$ cat config.mk
export PLATFORM = sky130hd
export DESIGN_NAME = execute_stage
export DESIGN_NICKNAME = d
export VERILOG_FILES = /design/src/common/ex_pkg.sv /design/src/mul_unit/mul_control.sv /design/src/mul_unit/mul_counter.sv /design/src/mul_unit/mul_datapath.sv /design/src/alu.sv /design/src/ex_decoder.sv /design/src/execute_stage.sv /design/src/reg_file.sv
export SDC_FILE = /design/constraint.sdc
export NUM_CORES = 2
export LEC_CHECK = 0
export BUFFER_PORTS_ARGS = -buffer_cell sky130_fd_sc_hd__buf_2
export CELL_PAD_IN_SITES_DETAIL_PLACEMENT = 0
export CELL_PAD_IN_SITES_GLOBAL_PLACEMENT = 2
export CORE_UTILIZATION = 39
export CTS_CLUSTER_DIAMETER = 100
export DETAILED_ROUTE_END_ITERATION = 12
export PLACE_DENSITY_LB_ADDON = 0.1
export SETUP_SLACK_MARGIN = 0.5
export SYNTH_ARGS = -nofsm -noshare
export SYNTH_HDL_FRONTEND = slang
export SYNTH_HIERARCHICAL = 1
export SYNTH_SLANG_ARGS = --single-unit
$ cat constraint.sdc
create_clock -name CLK -period 4.6 [get_ports CLK]
set_input_delay 0.46 -clock CLK [delete_from_list [all_inputs] [get_ports CLK]]
set_output_delay 0.46 -clock CLK [all_outputs]
set_load 0.01 [all_outputs]
$ cat src/common/ex_pkg.sv
// shared word and index types, alu op and multiplier state enums, opcode and funct constants
`default_nettype none

package ex_pkg;

    // data word, also used for the raw instruction
    typedef logic [31:0] word_t;
    typedef logic [4:0] reg_idx_t;

    // width of a word, the multiplier runs at most this many steps
    localparam int WORD_BITS = 32;

    typedef enum logic [3:0] {
        ALU_ADD,
        ALU_SUB,
        ALU_SLL,
        ALU_SLT,
        ALU_SLTU,
        ALU_XOR,
        ALU_SRL,
        ALU_SRA,
        ALU_OR,
        ALU_AND
    } alu_op_t;

    typedef enum logic [1:0] {
        MUL_IDLE,
        MUL_RUN,
        MUL_DONE
    } mul_state_t;

    // major opcodes
    localparam logic [6:0] OPC_OP     = 7'b0110011;
    localparam logic [6:0] OPC_OP_IMM = 7'b0010011;
    localparam logic [6:0] OPC_LUI    = 7'b0110111;

    // funct7 field values
    localparam logic [6:0] FUNCT7_BASE   = 7'b0000000;
    localparam logic [6:0] FUNCT7_ALT    = 7'b0100000;
    localparam logic [6:0] FUNCT7_MULDIV = 7'b0000001;

    // funct3 field values, shared by reg-reg and immediate forms
    localparam logic [2:0] F3_ADD  = 3'b000;
    localparam logic [2:0] F3_SLL  = 3'b001;
    localparam logic [2:0] F3_SLT  = 3'b010;
    localparam logic [2:0] F3_SLTU = 3'b011;
    localparam logic [2:0] F3_XOR  = 3'b100;
    localparam logic [2:0] F3_SR   = 3'b101;
    localparam logic [2:0] F3_OR   = 3'b110;
    localparam logic [2:0] F3_AND  = 3'b111;

endpackage

`default_nettype wire

$ cat src/mul_unit/mul_control.sv
// multiplier fsm, sequences load, steps and the done handshake
`default_nettype none

module mul_control (
    input  logic CLK,
    input  logic nRST,
    input  logic mul_start,
    input  logic mul_ack,
    input  logic last_step,
    input  logic mplier_zero,
    output logic mul_busy,
    output logic load,
    output logic step
);

    ex_pkg::mul_state_t state;
    ex_pkg::mul_state_t state_n;

    always_ff @(posedge CLK, negedge nRST) begin
        if (!nRST) begin
            state <= ex_pkg::MUL_IDLE;
        end else begin
            state <= state_n;
        end
    end

    always_comb begin
        state_n  = state;
        load     = 1'b0;
        step     = 1'b0;
        mul_busy = 1'b0;
        case (state)
            ex_pkg::MUL_IDLE: begin
                // busy already in the cycle the mul shows up
                mul_busy = mul_start;
                if (mul_start) begin
                    load    = 1'b1;
                    state_n = ex_pkg::MUL_RUN;
                end
            end
            ex_pkg::MUL_RUN: begin
                mul_busy = 1'b1;
                step     = 1'b1;
                // stop early once no multiplier bits are left
                if (last_step || mplier_zero) begin
                    state_n = ex_pkg::MUL_DONE;
                end
            end
            ex_pkg::MUL_DONE: begin
                // product held until the pipeline register takes it
                if (mul_ack) begin
                    state_n = ex_pkg::MUL_IDLE;
                end
            end
            default: begin
                state_n = ex_pkg::MUL_IDLE;
            end
        endcase
    end

    // fetch keeps the mul in place while the steps run
    a_start_held: assert property (
        @(posedge CLK) disable iff (!nRST) (state == ex_pkg::MUL_RUN) |-> mul_start
    );

    // execute stage may only ack a finished product
    a_ack_in_done: assert property (
        @(posedge CLK) disable iff (!nRST) mul_ack |-> (state == ex_pkg::MUL_DONE)
    );

endmodule

`default_nettype wire

$ cat src/mul_unit/mul_counter.sv
// step counter for the multiplier, flags the last iteration
`default_nettype none

module mul_counter (
    input  logic CLK,
    input  logic nRST,
    input  logic load,
    input  logic step,
    output logic last_step
);

    // must hold WORD_BITS itself
    localparam int CNT_W = $clog2(ex_pkg::WORD_BITS + 1);

    logic [CNT_W-1:0] count;

    always_ff @(posedge CLK, negedge nRST) begin
        if (!nRST) begin
            count <= '0;
        end else if (load) begin
            count <= CNT_W'(ex_pkg::WORD_BITS);
        end else if (step) begin
            count <= count - 1'b1;
        end
    end

    // one step left
    assign last_step = (count == CNT_W'(1));

    a_no_step_at_zero: assert property (
        @(posedge CLK) disable iff (!nRST) step |-> (count != '0)
    );

endmodule

`default_nettype wire

$ cat src/mul_unit/mul_datapath.sv
// shift-add multiplier datapath, multiplicand, multiplier and accumulator
`default_nettype none

module mul_datapath (
    input  logic          CLK,
    input  logic          nRST,
    input  logic          load,
    input  logic          step,
    input  ex_pkg::word_t mul_a,
    input  ex_pkg::word_t mul_b,
    output ex_pkg::word_t mul_product,
    output logic          mplier_zero
);

    ex_pkg::word_t mcand;
    ex_pkg::word_t mplier;
    ex_pkg::word_t acc;

    always_ff @(posedge CLK, negedge nRST) begin
        if (!nRST) begin
            mcand  <= '0;
            mplier <= '0;
            acc    <= '0;
        end else if (load) begin
            // operands latched here, forwarding may change afterwards
            mcand  <= mul_a;
            mplier <= mul_b;
            acc    <= '0;
        end else if (step) begin
            if (mplier[0]) begin
                acc <= acc + mcand;
            end
            mcand  <= mcand << 1;
            mplier <= mplier >> 1;
        end
    end

    // low word only, upper bits wrap away
    assign mul_product = acc;

    // nothing above the current bit, this step is the last useful one
    assign mplier_zero = (mplier[31:1] == '0);

endmodule

`default_nettype wire

$ cat src/alu.sv
// single-cycle integer alu for the base reg-reg and immediate operations
`default_nettype none

module alu (
    input  ex_pkg::alu_op_t alu_op,
    input  ex_pkg::word_t   port_a,
    input  ex_pkg::word_t   port_b,
    output ex_pkg::word_t   port_out
);

    logic [4:0] shamt;

    // shifts only look at the low five bits
    assign shamt = port_b[4:0];

    always_comb begin
        case (alu_op)
            ex_pkg::ALU_ADD:  port_out = port_a + port_b;
            ex_pkg::ALU_SUB:  port_out = port_a - port_b;
            ex_pkg::ALU_SLL:  port_out = port_a << shamt;
            ex_pkg::ALU_SLT:  port_out = {31'b0, $signed(port_a) < $signed(port_b)};
            ex_pkg::ALU_SLTU: port_out = {31'b0, port_a < port_b};
            ex_pkg::ALU_XOR:  port_out = port_a ^ port_b;
            ex_pkg::ALU_SRL:  port_out = port_a >> shamt;
            // arithmetic shift keeps the sign
            ex_pkg::ALU_SRA:  port_out = $unsigned($signed(port_a) >>> shamt);
            ex_pkg::ALU_OR:   port_out = port_a | port_b;
            ex_pkg::ALU_AND:  port_out = port_a & port_b;
            default:          port_out = '0;
        endcase
    end

endmodule

`default_nettype wire

$ cat src/ex_decoder.sv
// instruction decoder for the rv32 alu subset, lui and mul
`default_nettype none

module ex_decoder #(
    parameter int NUM_REGS = 32
) (
    input  ex_pkg::word_t    instr,
    output ex_pkg::reg_idx_t rs1,
    output ex_pkg::reg_idx_t rs2,
    output ex_pkg::reg_idx_t rd,
    output ex_pkg::alu_op_t  alu_op,
    output ex_pkg::word_t    imm,
    output logic             use_imm,
    output logic             is_lui,
    output logic             reg_write,
    output logic             is_mul,
    output logic             illegal
);

    logic [6:0]      opcode;
    logic [2:0]      funct3;
    logic [6:0]      funct7;
    ex_pkg::word_t   imm_i;
    ex_pkg::word_t   imm_u;
    ex_pkg::word_t   shamt;
    ex_pkg::alu_op_t base_op;
    logic            bad_op;
    logic            uses_rs1;
    logic            uses_rs2;

    assign opcode = instr[6:0];
    assign funct3 = instr[14:12];
    assign funct7 = instr[31:25];
    assign rd     = instr[11:7];
    assign rs1    = instr[19:15];
    assign rs2    = instr[24:20];

    // sign-extended i-type, u-type with low bits zero
    assign imm_i = {{20{instr[31]}}, instr[31:20]};
    assign imm_u = {instr[31:12], 12'b0};
    // shift amount sits where rs2 would be
    assign shamt = {27'b0, instr[24:20]};

    // funct3 to alu op, alt forms patched below
    always_comb begin
        case (funct3)
            ex_pkg::F3_ADD:  base_op = ex_pkg::ALU_ADD;
            ex_pkg::F3_SLL:  base_op = ex_pkg::ALU_SLL;
            ex_pkg::F3_SLT:  base_op = ex_pkg::ALU_SLT;
            ex_pkg::F3_SLTU: base_op = ex_pkg::ALU_SLTU;
            ex_pkg::F3_XOR:  base_op = ex_pkg::ALU_XOR;
            ex_pkg::F3_SR:   base_op = ex_pkg::ALU_SRL;
            ex_pkg::F3_OR:   base_op = ex_pkg::ALU_OR;
            default:         base_op = ex_pkg::ALU_AND;
        endcase
    end

    always_comb begin
        alu_op   = base_op;
        imm      = imm_i;
        use_imm  = 1'b0;
        is_lui   = 1'b0;
        is_mul   = 1'b0;
        bad_op   = 1'b0;
        uses_rs1 = 1'b1;
        uses_rs2 = 1'b0;
        case (opcode)
            ex_pkg::OPC_OP: begin
                uses_rs2 = 1'b1;
                if (funct7 == ex_pkg::FUNCT7_MULDIV) begin
                    // only mul of the m extension
                    is_mul = 1'b1;
                    bad_op = (funct3 != ex_pkg::F3_ADD);
                end else if (funct7 == ex_pkg::FUNCT7_ALT) begin
                    if (funct3 == ex_pkg::F3_ADD) begin
                        alu_op = ex_pkg::ALU_SUB;
                    end else if (funct3 == ex_pkg::F3_SR) begin
                        alu_op = ex_pkg::ALU_SRA;
                    end else begin
                        bad_op = 1'b1;
                    end
                end else if (funct7 != ex_pkg::FUNCT7_BASE) begin
                    bad_op = 1'b1;
                end
            end
            ex_pkg::OPC_OP_IMM: begin
                use_imm = 1'b1;
                if (funct3 == ex_pkg::F3_SLL) begin
                    imm    = shamt;
                    bad_op = (funct7 != ex_pkg::FUNCT7_BASE);
                end else if (funct3 == ex_pkg::F3_SR) begin
                    imm = shamt;
                    if (funct7 == ex_pkg::FUNCT7_ALT) begin
                        alu_op = ex_pkg::ALU_SRA;
                    end else begin
                        bad_op = (funct7 != ex_pkg::FUNCT7_BASE);
                    end
                end
            end
            ex_pkg::OPC_LUI: begin
                // 0 + imm_u through the adder
                alu_op   = ex_pkg::ALU_ADD;
                imm      = imm_u;
                use_imm  = 1'b1;
                is_lui   = 1'b1;
                uses_rs1 = 1'b0;
            end
            default: begin
                bad_op   = 1'b1;
                uses_rs1 = 1'b0;
            end
        endcase
    end

    // register indices beyond the file count as illegal too
    assign illegal = bad_op
                   || (rd >= NUM_REGS)
                   || (uses_rs1 && (rs1 >= NUM_REGS))
                   || (uses_rs2 && (rs2 >= NUM_REGS));

    // no write for illegal or x0
    assign reg_write = !illegal && (rd != '0);

endmodule

`default_nettype wire

$ cat src/execute_stage.sv
// execute stage top, forwarding, operand select, alu and multiplier, ex/mem register
`default_nettype none

module execute_stage #(
    parameter int NUM_REGS = 32
) (
    input  logic             CLK,
    input  logic             nRST,
    input  ex_pkg::word_t    instr,
    input  logic             instr_valid,
    input  logic             stall,
    input  logic             flush,
    input  logic             wb_en,
    input  ex_pkg::reg_idx_t wb_rd,
    input  ex_pkg::word_t    wb_data,
    output logic             busy,
    output logic             ex_valid,
    output logic             ex_reg_write,
    output logic             ex_illegal,
    output ex_pkg::reg_idx_t ex_rd,
    output ex_pkg::word_t    ex_result
);

    // decode
    ex_pkg::reg_idx_t rs1;
    ex_pkg::reg_idx_t rs2;
    ex_pkg::reg_idx_t rd;
    ex_pkg::alu_op_t  alu_op;
    ex_pkg::word_t    imm;
    logic             use_imm;
    logic             is_lui;
    logic             reg_write;
    logic             is_mul;
    logic             illegal;

    // operands
    ex_pkg::word_t    rs1_data;
    ex_pkg::word_t    rs2_data;
    ex_pkg::word_t    rs1_fwd;
    ex_pkg::word_t    rs2_fwd;
    ex_pkg::word_t    port_a;
    ex_pkg::word_t    port_b;
    ex_pkg::word_t    alu_out;
    ex_pkg::word_t    ex_out;

    // multiplier
    logic             mul_start;
    logic             mul_ack;
    logic             mul_busy;
    logic             mul_load;
    logic             mul_step;
    logic             last_step;
    logic             mplier_zero;
    ex_pkg::word_t    mul_product;

    ex_decoder #(.NUM_REGS(NUM_REGS)) u_decoder (
        .instr,
        .rs1,
        .rs2,
        .rd,
        .alu_op,
        .imm,
        .use_imm,
        .is_lui,
        .reg_write,
        .is_mul,
        .illegal
    );

    // write port comes from the later stage
    reg_file #(.NUM_REGS(NUM_REGS)) u_reg_file (
        .CLK,
        .nRST,
        .rs1,
        .rs2,
        .wr_en   (wb_en),
        .wr_idx  (wb_rd),
        .wr_data (wb_data),
        .rs1_data,
        .rs2_data
    );

    // writeback bypass, same edge as the regfile write
    assign rs1_fwd = (wb_en && (wb_rd == rs1) && (wb_rd != '0)) ? wb_data : rs1_data;
    assign rs2_fwd = (wb_en && (wb_rd == rs2) && (wb_rd != '0)) ? wb_data : rs2_data;

    // lui adds its immediate to zero
    assign port_a = is_lui ? '0 : rs1_fwd;
    assign port_b = use_imm ? imm : rs2_fwd;

    alu u_alu (
        .alu_op,
        .port_a,
        .port_b,
        .port_out (alu_out)
    );

    assign mul_start = instr_valid && is_mul && !illegal;
    // start still high but not busy means the product is ready
    assign mul_ack   = mul_start && !mul_busy && !stall;

    mul_control u_mul_control (
        .CLK,
        .nRST,
        .mul_start,
        .mul_ack,
        .last_step,
        .mplier_zero,
        .mul_busy,
        .load (mul_load),
        .step (mul_step)
    );

    mul_counter u_mul_counter (
        .CLK,
        .nRST,
        .load (mul_load),
        .step (mul_step),
        .last_step
    );

    mul_datapath u_mul_datapath (
        .CLK,
        .nRST,
        .load  (mul_load),
        .step  (mul_step),
        .mul_a (rs1_fwd),
        .mul_b (rs2_fwd),
        .mul_product,
        .mplier_zero
    );

    assign ex_out = is_mul ? mul_product : alu_out;
    // fetch holds the instruction while this is high
    assign busy   = mul_busy;

    // ex/mem register, stall over flush over bubble
    always_ff @(posedge CLK, negedge nRST) begin
        if (!nRST) begin
            ex_valid     <= 1'b0;
            ex_reg_write <= 1'b0;
            ex_illegal   <= 1'b0;
            ex_rd        <= '0;
            ex_result    <= '0;
        end else if (!stall) begin
            if (flush) begin
                ex_valid     <= 1'b0;
                ex_reg_write <= 1'b0;
                ex_illegal   <= 1'b0;
                ex_rd        <= '0;
                ex_result    <= '0;
            end else if (busy) begin
                // bubble while the multiplier runs
                ex_valid     <= 1'b0;
                ex_reg_write <= 1'b0;
                ex_illegal   <= 1'b0;
            end else begin
                ex_valid     <= instr_valid;
                ex_reg_write <= instr_valid && reg_write;
                ex_illegal   <= instr_valid && illegal;
                ex_rd        <= rd;
                ex_result    <= ex_out;
            end
        end
    end

endmodule

`default_nettype wire

$ cat src/reg_file.sv
// register file, two async read ports, one write port, x0 tied to zero
`default_nettype none

module reg_file #(
    parameter int NUM_REGS = 32
) (
    input  logic             CLK,
    input  logic             nRST,
    input  ex_pkg::reg_idx_t rs1,
    input  ex_pkg::reg_idx_t rs2,
    input  logic             wr_en,
    input  ex_pkg::reg_idx_t wr_idx,
    input  ex_pkg::word_t    wr_data,
    output ex_pkg::word_t    rs1_data,
    output ex_pkg::word_t    rs2_data
);

    localparam int IDX_W = $clog2(NUM_REGS);

    ex_pkg::word_t regs [NUM_REGS];

    always_ff @(posedge CLK, negedge nRST) begin
        if (!nRST) begin
            for (int i = 0; i < NUM_REGS; i++) begin
                regs[i] <= '0;
            end
        end else if (wr_en && (wr_idx != '0) && (wr_idx < NUM_REGS)) begin
            regs[wr_idx[IDX_W-1:0]] <= wr_data;
        end
    end

    // out of range reads give zero, decoder flags them
    assign rs1_data = (rs1 < NUM_REGS) ? regs[rs1[IDX_W-1:0]] : '0;
    assign rs2_data = (rs2 < NUM_REGS) ? regs[rs2[IDX_W-1:0]] : '0;

    // later stage must never target a missing register
    a_wr_idx_range: assert property (
        @(posedge CLK) disable iff (!nRST) wr_en |-> (wr_idx < NUM_REGS)
    );

endmodule

`default_nettype wire

# Yosys cells after proc, flatten, opt, wreduce, memory -nomap -nowiden
# Cells that the tools add are included.
# totals
elab_cells	189
inputBits	75
out_inout_bits	41
reg_bits	1168
# classes
n_addsub	4
bitwise	7
eq_ne	29
muxes	67
n_reduce_logical	31
magnitude_cmp	6
shifts	3
# ops
operator	n
$bwmux 1024	1
$mux 32	21
$bmux 32 s5	2
$pmux 32 s10	1
$demux 32 s5	1
$add 32x32->32	2
$lt 32x32->1	2
$pmux 32 s2	1
$and 32x32->32	1
$or 32x32->32	1
$shl 32x5->32	1
$shr 32x5->32	1
$sshr 32x5->32	1
$sub 32x32->32	1
$xor 32x32->32	1
$logic_not 31->1	1
$mux 4	7
$pmux 4 s7	1
$eq 7x6->1 const B	3
$mux 1	21
$ge 6x6->1 const B	3
$not 5->6	3
$eq 4x3->1 const B	4
$logic_and 1x1->1	13
other kinds (36)	53

# Depth between registers and ports, before layout
# depth
ltp_word	14
depth_mapped	28
ltp_nobuf	21

# Modules after synthesis
# Netlist, hierarchy kept.
# modules_own_cells
mod	cells_per_inst	area_per_inst_um2	n_inst	seq_area_each_um2
reg_file	4601	55937.4	1	25624.6
alu	1231	8196.6	1	0.0
mul_datapath	640	5849.4	1	2402.3
execute_stage	539	4923.5	1	1001.0
ex_decoder	105	721.9	1	0.0
mul_counter	29	305.3	1	150.1
mul_control	11	105.1	1	50.0

# Least setup slack after synthesis
# OpenSTA, ideal clock, no wires.
# synth_path
path_type	input -> register
start	input instr[21]
end	register ex_result[18]
path_stages	28
required_ns	4.468
arrival_ns	5.253
path_buffers	9
setup_slack_ns	-0.785
setup_ns	0.132
path_cell_list	buf_4 buf_2 buf_4 buf_2 buf_2 mux2i_1 nand2_1 a31oi_1 nand3_1 inv_1 o311ai_2 clkbuf_1 inv_2 buf_1 clkbuf_1 ha_1 buf_2 nor2_1 nor2_1 o221ai_2 a311oi_2 a21o_1 or3_1 a41oi_1 xor2_1 o221ai_1 mux2i_1 o21ai_1
# synth_via
elab_chain_len	11
# synth_lines
item	line_no	source
start: declaration	execute_stage.sv:9	input ex_pkg::word_t instr,
$not 5->6 (not written as such) (*)	reg_file.sv:34	assign rs2_data = (rs2 < NUM_REGS) ? regs[rs2[IDX_W-1:0]] : '0;
$bmux 32 s5 (*)	reg_file.sv:34	
$mux 32 (not written as such) (*) (2 in a row)	reg_file.sv:34	
net rs2_data[2]	execute_stage.sv:38	ex_pkg::word_t rs2_data;
$mux 32 (*)	execute_stage.sv:85	assign rs2_fwd = (wb_en && (wb_rd == rs2) && (wb_rd != '0)) ? wb_data : rs2_data;
$mux 32 (*)	execute_stage.sv:89	assign port_b = use_imm ? imm : rs2_fwd;
net port_b[2]	execute_stage.sv:42	ex_pkg::word_t port_b;
$sub 32x32->32, or another cell as far along	alu.sv:19	ex_pkg::ALU_SUB: port_out = port_a - port_b;
$pmux 32 s10 (*)	alu.sv:17	case (alu_op)
net alu_out[18]	execute_stage.sv:43	ex_pkg::word_t alu_out;
$mux 32 (*)	execute_stage.sv:133	assign ex_out = is_mul ? mul_product : alu_out;
$mux 32 (*)	execute_stage.sv:152	end else if (busy) begin
$mux 32 (*)	execute_stage.sv:146	if (flush) begin
end signal: assignment	execute_stage.sv:162	ex_result <= ex_out;
end: declaration	execute_stage.sv:21	output ex_pkg::word_t ex_result
# The timed path passes the listed nets; every way through them passes the cells marked *. The select of a mux whose other input is x is not followed.
# A chain may end at the register's enable or synchronous reset.

# Worst setup path in the final report
# layout_path
start	input instr[20]
end	register ex_result[31]
# layout_via
elab_chain_len	11
# layout_lines
item	line_no
$not 5->6 (not written as such) (*)	reg_file.sv:34
$bmux 32 s5 (*)	reg_file.sv:34
$mux 32 (not written as such) (*) (2 in a row)	reg_file.sv:34
net rs2_data[8]	execute_stage.sv:38
$mux 32 (*)	execute_stage.sv:85
$mux 32 (*)	execute_stage.sv:89
net port_b[8]	execute_stage.sv:42
$sub 32x32->32 or $add 32x32->32 (tied branches)	alu.sv:19, alu.sv:18
$pmux 32 s10 (*)	alu.sv:17
net alu_out[31]	execute_stage.sv:43
$mux 32 (*)	execute_stage.sv:133
$mux 32 (*)	execute_stage.sv:152
$mux 32 (*)	execute_stage.sv:146
# Marks and branches as above.

==> results <==
- The run finished with clean final reports.
- The overall die area is 197000 um^2.
- The fraction of the yosys area taken by sequential cells is 0.384.
- With fillers left out, the area of the finished cells amounts to ~95000 um^2.
- Clock-pin slew was measured on the worst setup and hold paths at ~0.060 ns.
- The synthesized design contains 0 enable-type register cells.
- At the worst endpoint, the arrival time is 5.24 ns.
- The required arrival time at the worst endpoint is 5.33 ns.
- The clock latency of the later-clocked register in the worst-skew pair is 0.81 ns.
- At the end of the flow, the number of nets in the layout was between 8000 and 9000.
- Counting instances in the post-synthesis netlist gives the leading cell types as sky130_fd_sc_hd__mux2i_1 (1206), sky130_fd_sc_hd__dfrtp_1 (1168), sky130_fd_sc_hd__mux2_2 (965).
- Setup slack on the critical path of the routed design comes to 0.0829 ns.
- Once detail routing completed, the nets flagged for antenna violations numbered 0.
- The power share of the combinational group is 0.318.
- Once detailed placement completed, the half-perimeter wirelength came to 229 mm.
- The number of antenna violations at the first check in global routing is 18.
- The post-detailed-route wirelength per cell is 31.0 um.
- At the pin with the least slew margin, the transition time is 1.18 ns.
- The slowest stage of the critical path is the sky130_fd_sc_hd__a31oi_2 cell.
- In this design, the stage delay of the slowest critical-path cell is roughly 0.39 ns.
- The placed instance count is between 10000 and 15000.
- The hold-critical path endpoint is u_reg_file/regs[579].
- After synthesis, the share of flip-flops with an asynchronous set or reset is 1.00.
- The routability congestion estimate from global placement is 0.991.
- The sort of element at the end of the critical path is a register.
- For the final database, setup skew stands at 0.0504 ns.
- Ranked by total cell area, the synthesized netlist is headed by sky130_fd_sc_hd__dfrtp_1 (38%), sky130_fd_sc_hd__mux2i_1 (16%), sky130_fd_sc_hd__mux2_2 (14%).
- The reg-to-reg startpoint is u_reg_file/regs[801].
- The area added between synthesis and finish is 24.8%.
- The sort of element at the start of the critical path is a primary input.
- Counting I/O delays and the setup requirement, the final critical path takes around 4.5 ns.
- The final layout contains routed wiring with a total length of 328 mm.
- Measured against its own limit, the worst slew margin works out to 0.211.
- Entering global routing, the biggest net connects between 100 and 150 pins.
- The cell area after synthesis is 76000 um^2.
- The count of yosys warnings during synthesis is 6.
- The startpoint of the worst hold path is wb_data[3].
- The core occupancy in the finished layout is 0.491.
- The synthesized design spends more area on one cell type than any other, namely sky130_fd_sc_hd__dfrtp_1.
- The max-cap violation count is 0.
- The total nets after synthesis is 7366.
- The total power consumption of the routed design is 0.0374 W.
- The first global-routing pass estimated 467 mm of wire.
- OpenSTA, run right after detailed placement, puts the worst setup slack at -1.14 ns.
- The post-synthesis register bit count is 1168.
- The number of max-slew violations in the final report is 0.
- The clock network fraction of total power is 0.323.
- In this run the power density over the cells is 394 nW/um^2.
- Summed over all cells, the static leakage comes to between 40 and 50 nW.
- The power dissipated by switching net loads is between 0.01 and 0.015 W.
- The worst setup path is of the in2reg kind.
- A synthesized cell averages approximately 11 um^2.
- The number of setup violations in the final report is 0.
- The number of buffers between clock root and the deepest sink is 3.
- The I/O pin count is 116.
- Among all flip-flop cells after synthesis, the most frequent one is sky130_fd_sc_hd__dfrtp_1.
- Of the cells placed in the final design, the portion with a size suffix greater than 1 is 0.373.
- Detailed routing inserted a total of roughly 63000 vias.
- The floorplan die height is 444 um.
- In this run the worst hold path is classified as in2reg.
- Of the post-synthesis cell area, the dominant cell type holds 0.384.
- The fill cell total of the finished layout is 17900.
- The power share of the sequential group is 0.359.
- Before antenna repair, the detailed router went through 6 iterations.
- The worst hold path cell count is 2.
- The final worst-path cycle share is 0.982.
- The final number of hold-violating endpoints is 0.
- Of the total power, the share spent switching nets is 0.330.
- After floorplanning, the core was sized to cover roughly 190000 um^2.
- The most common cell in the synthesized netlist is sky130_fd_sc_hd__mux2i_1.
- The maximum frequency from static timing analysis is 0.221 GHz.
- The root buffer cell is sky130_fd_sc_hd__clkbuf_16.
- The initial utilization of the core area, before any placement, comes to 0.394.
- Setup repair after global routing could not meet its margin everywhere.
- The worst register-to-register path has a setup slack of 0.10 ns.
- The worst register-to-register path ends at ex_result[31].
- Once placement finished, the instance area stood at 86800 um^2.
- The number of sinks on the clock net is 1168.
- The maximum ir drop on the vdd rail is approximately 0.0003 V.
- The via count of the first global-routing pass is 63600.
- The number of cells in the finished layout apart from fillers is 10600.
- The H-tree depth is 4.
- The synthesized netlist contains 104 unique library cells.
- The total overflow reported by the global router is 0.
- The violation count after the first detailed-route iteration is 5463.
- The overall routing resource usage is 0.326.
- In the synthesized netlist, the number of instances is 7156.
- The worst register-to-register path has a depth of 26.
- In this run the core area contains 161 standard-cell rows.
- Clock tree synthesis inserted a total of 145 buffers.
- The clock tree from TritonCTS is yes.
- The total DRC errors in the routed layout is 0.
- The die boundary width is between 400 and 500 um.
- Along the worst path, the maximum fanout reaches 12.
- The detail-routed via count per cell is between 5 and 6.
- The cell-internal power is between 0.02 and 0.03 W.
- In this run the tool buffered the top-level ports with 115 buffer cells.
-- critical path: cells and delay by family --
kind,cells,cell delay [ns]
compound gates,11,1.96
mux,1,0.10
fa+ha+maj,1,0.25
simple gates,5,1.21
buf+inv,8,1.22
-- worst max path at each step --
stage | from | endpoint | slack (ns) | depth (start not counted)
after global placement | instr[20] | ex_result[31] | -1.08 | 26
final | instr[20] | ex_result[31] | 0.08 | 26
after floorplan | instr[21] | ex_result[18] | -0.10 | 25
after detailed placement | instr[20] | ex_result[31] | -1.14 | 26
after CTS | u_reg_file/regs[801] | ex_result[19] | 0.08 | 24
after global routing | u_reg_file/regs[928] | ex_result[28] | 0.003 | 23
-- power groups by stage --
stage / sequential [W] / clock [W] / combinational [W]
detailed placement: 0.0135 / 0 / 0.0108
floorplan: 0.0132 / 0 / 0.00626
CTS: 0.0134 / 0.0123 / 0.0113
global route: 0.0136 / 0.0128 / 0.0126
finish: 0.0134 / 0.0121 / 0.0119
global placement: 0.0134 / 0 / 0.0107
-- layout by cell type, fill, tap and decap left out, types with 27 or more instances in the layout --
master,instances
sky130_fd_sc_hd__buf_6,48
sky130_fd_sc_hd__nor3_2,34
sky130_fd_sc_hd__buf_2,111
sky130_fd_sc_hd__mux2_1,48
sky130_fd_sc_hd__nor3_1,75
sky130_fd_sc_hd__buf_4,991
sky130_fd_sc_hd__nand2_1,460
sky130_fd_sc_hd__buf_12,144
sky130_fd_sc_hd__inv_2,29
sky130_fd_sc_hd__dfrtp_1,1168
sky130_fd_sc_hd__nor2_1,196
sky130_fd_sc_hd__mux2_2,963
sky130_fd_sc_hd__o211ai_1,28
sky130_fd_sc_hd__ha_1,102
sky130_fd_sc_hd__nand2b_1,87
sky130_fd_sc_hd__nand4_1,43
sky130_fd_sc_hd__mux2i_2,29
sky130_fd_sc_hd__a21o_1,65
sky130_fd_sc_hd__mux2_4,58
sky130_fd_sc_hd__nand3_1,202
sky130_fd_sc_hd__inv_1,99
sky130_fd_sc_hd__o21ai_1,96
sky130_fd_sc_hd__nor2b_1,55
sky130_fd_sc_hd__clkbuf_16,146
sky130_fd_sc_hd__xnor2_1,36
sky130_fd_sc_hd__a31oi_1,65
sky130_fd_sc_hd__clkbuf_8,29
sky130_fd_sc_hd__mux2i_1,1165
sky130_fd_sc_hd__o21ai_0,98
sky130_fd_sc_hd__mux4_2,27
sky130_fd_sc_hd__a21oi_1,347
sky130_fd_sc_hd__clkbuf_1,33
sky130_fd_sc_hd__a22o_1,141
sky130_fd_sc_hd__a22oi_1,195
-- cells by family (layout without fill, tap and decap cells) --
| kind of cell | after synthesis | after routing | synth area share |
|---|---|---|---|
| muxes | 2302 | 2302 | 0.328 |
| DFF | 1168 | 1168 | 0.384 |
| buffers and inverters | 809 | 1722 | 0.0519 |
| other | 0 | 10 | 0 |
| AOI/OAI and AO/OA | 1323 | 1323 | 0.120 |
| and+or+nand+nor | 1360 | 1360 | 0.0864 |
| adders and majority gates | 135 | 135 | 0.0225 |
| xor gates and xnor gates | 59 | 59 | 0.00680 |
-- metal layers --
metal / up-vias / GRT usage / wire [um]
li1: 27900 / - / -
met3: 512 / 0.0485 / 18500
met5: - / 0 / 59
met2: 1995 / 0.511 / 148000
met4: 8 / 0.120 / 12900
met1: 32600 / 0.454 / 148000
-- timing repair --
item	4_1_cts	5_1_grt
hold buffers	10	0
gates cloned	7	1
gates resized for setup	190	240
setup buffers	37	45
pin swaps	67	153
hold endpoints to repair	87	0
setup endpoints to repair	32	32
-- stage by stage --
step	setup TNS, ns	hold slack [ns]
final	0	0.0850
after floorplan	-0.619	0.164
after detailed placement	-25.38	0.388
after global routing	0	0.0521
after global placement	-24.87	0.384
after CTS	0	0.0219
-- final cells by class --
cell class	count	area, um^2	share of cell area
diodes	10	25.0	0.000264
clock buffers	207	4150	0.0437
clock inverters	56	900	0.00948
inverters	135	526	0.00554
multi-input cells	5179	45000	0.474
flip-flops and latches	1168	29200	0.308
well taps	2526	3160	0.0333
repair buffers	1324	12000	0.126
-- registers in the layout (all words and copies together), names as in the netlist, 2 cells and up --
name / count
u_mul_datapath/mcand: 32
u_mul_control/state: 2
u_mul_datapath/mplier: 32
u_mul_counter/count: 6
u_reg_file/regs: 1024
ex_rd: 5
u_mul_datapath/mul_product: 32
ex_result: 32
Note: power is estimated with default switching activity, not from simulation.
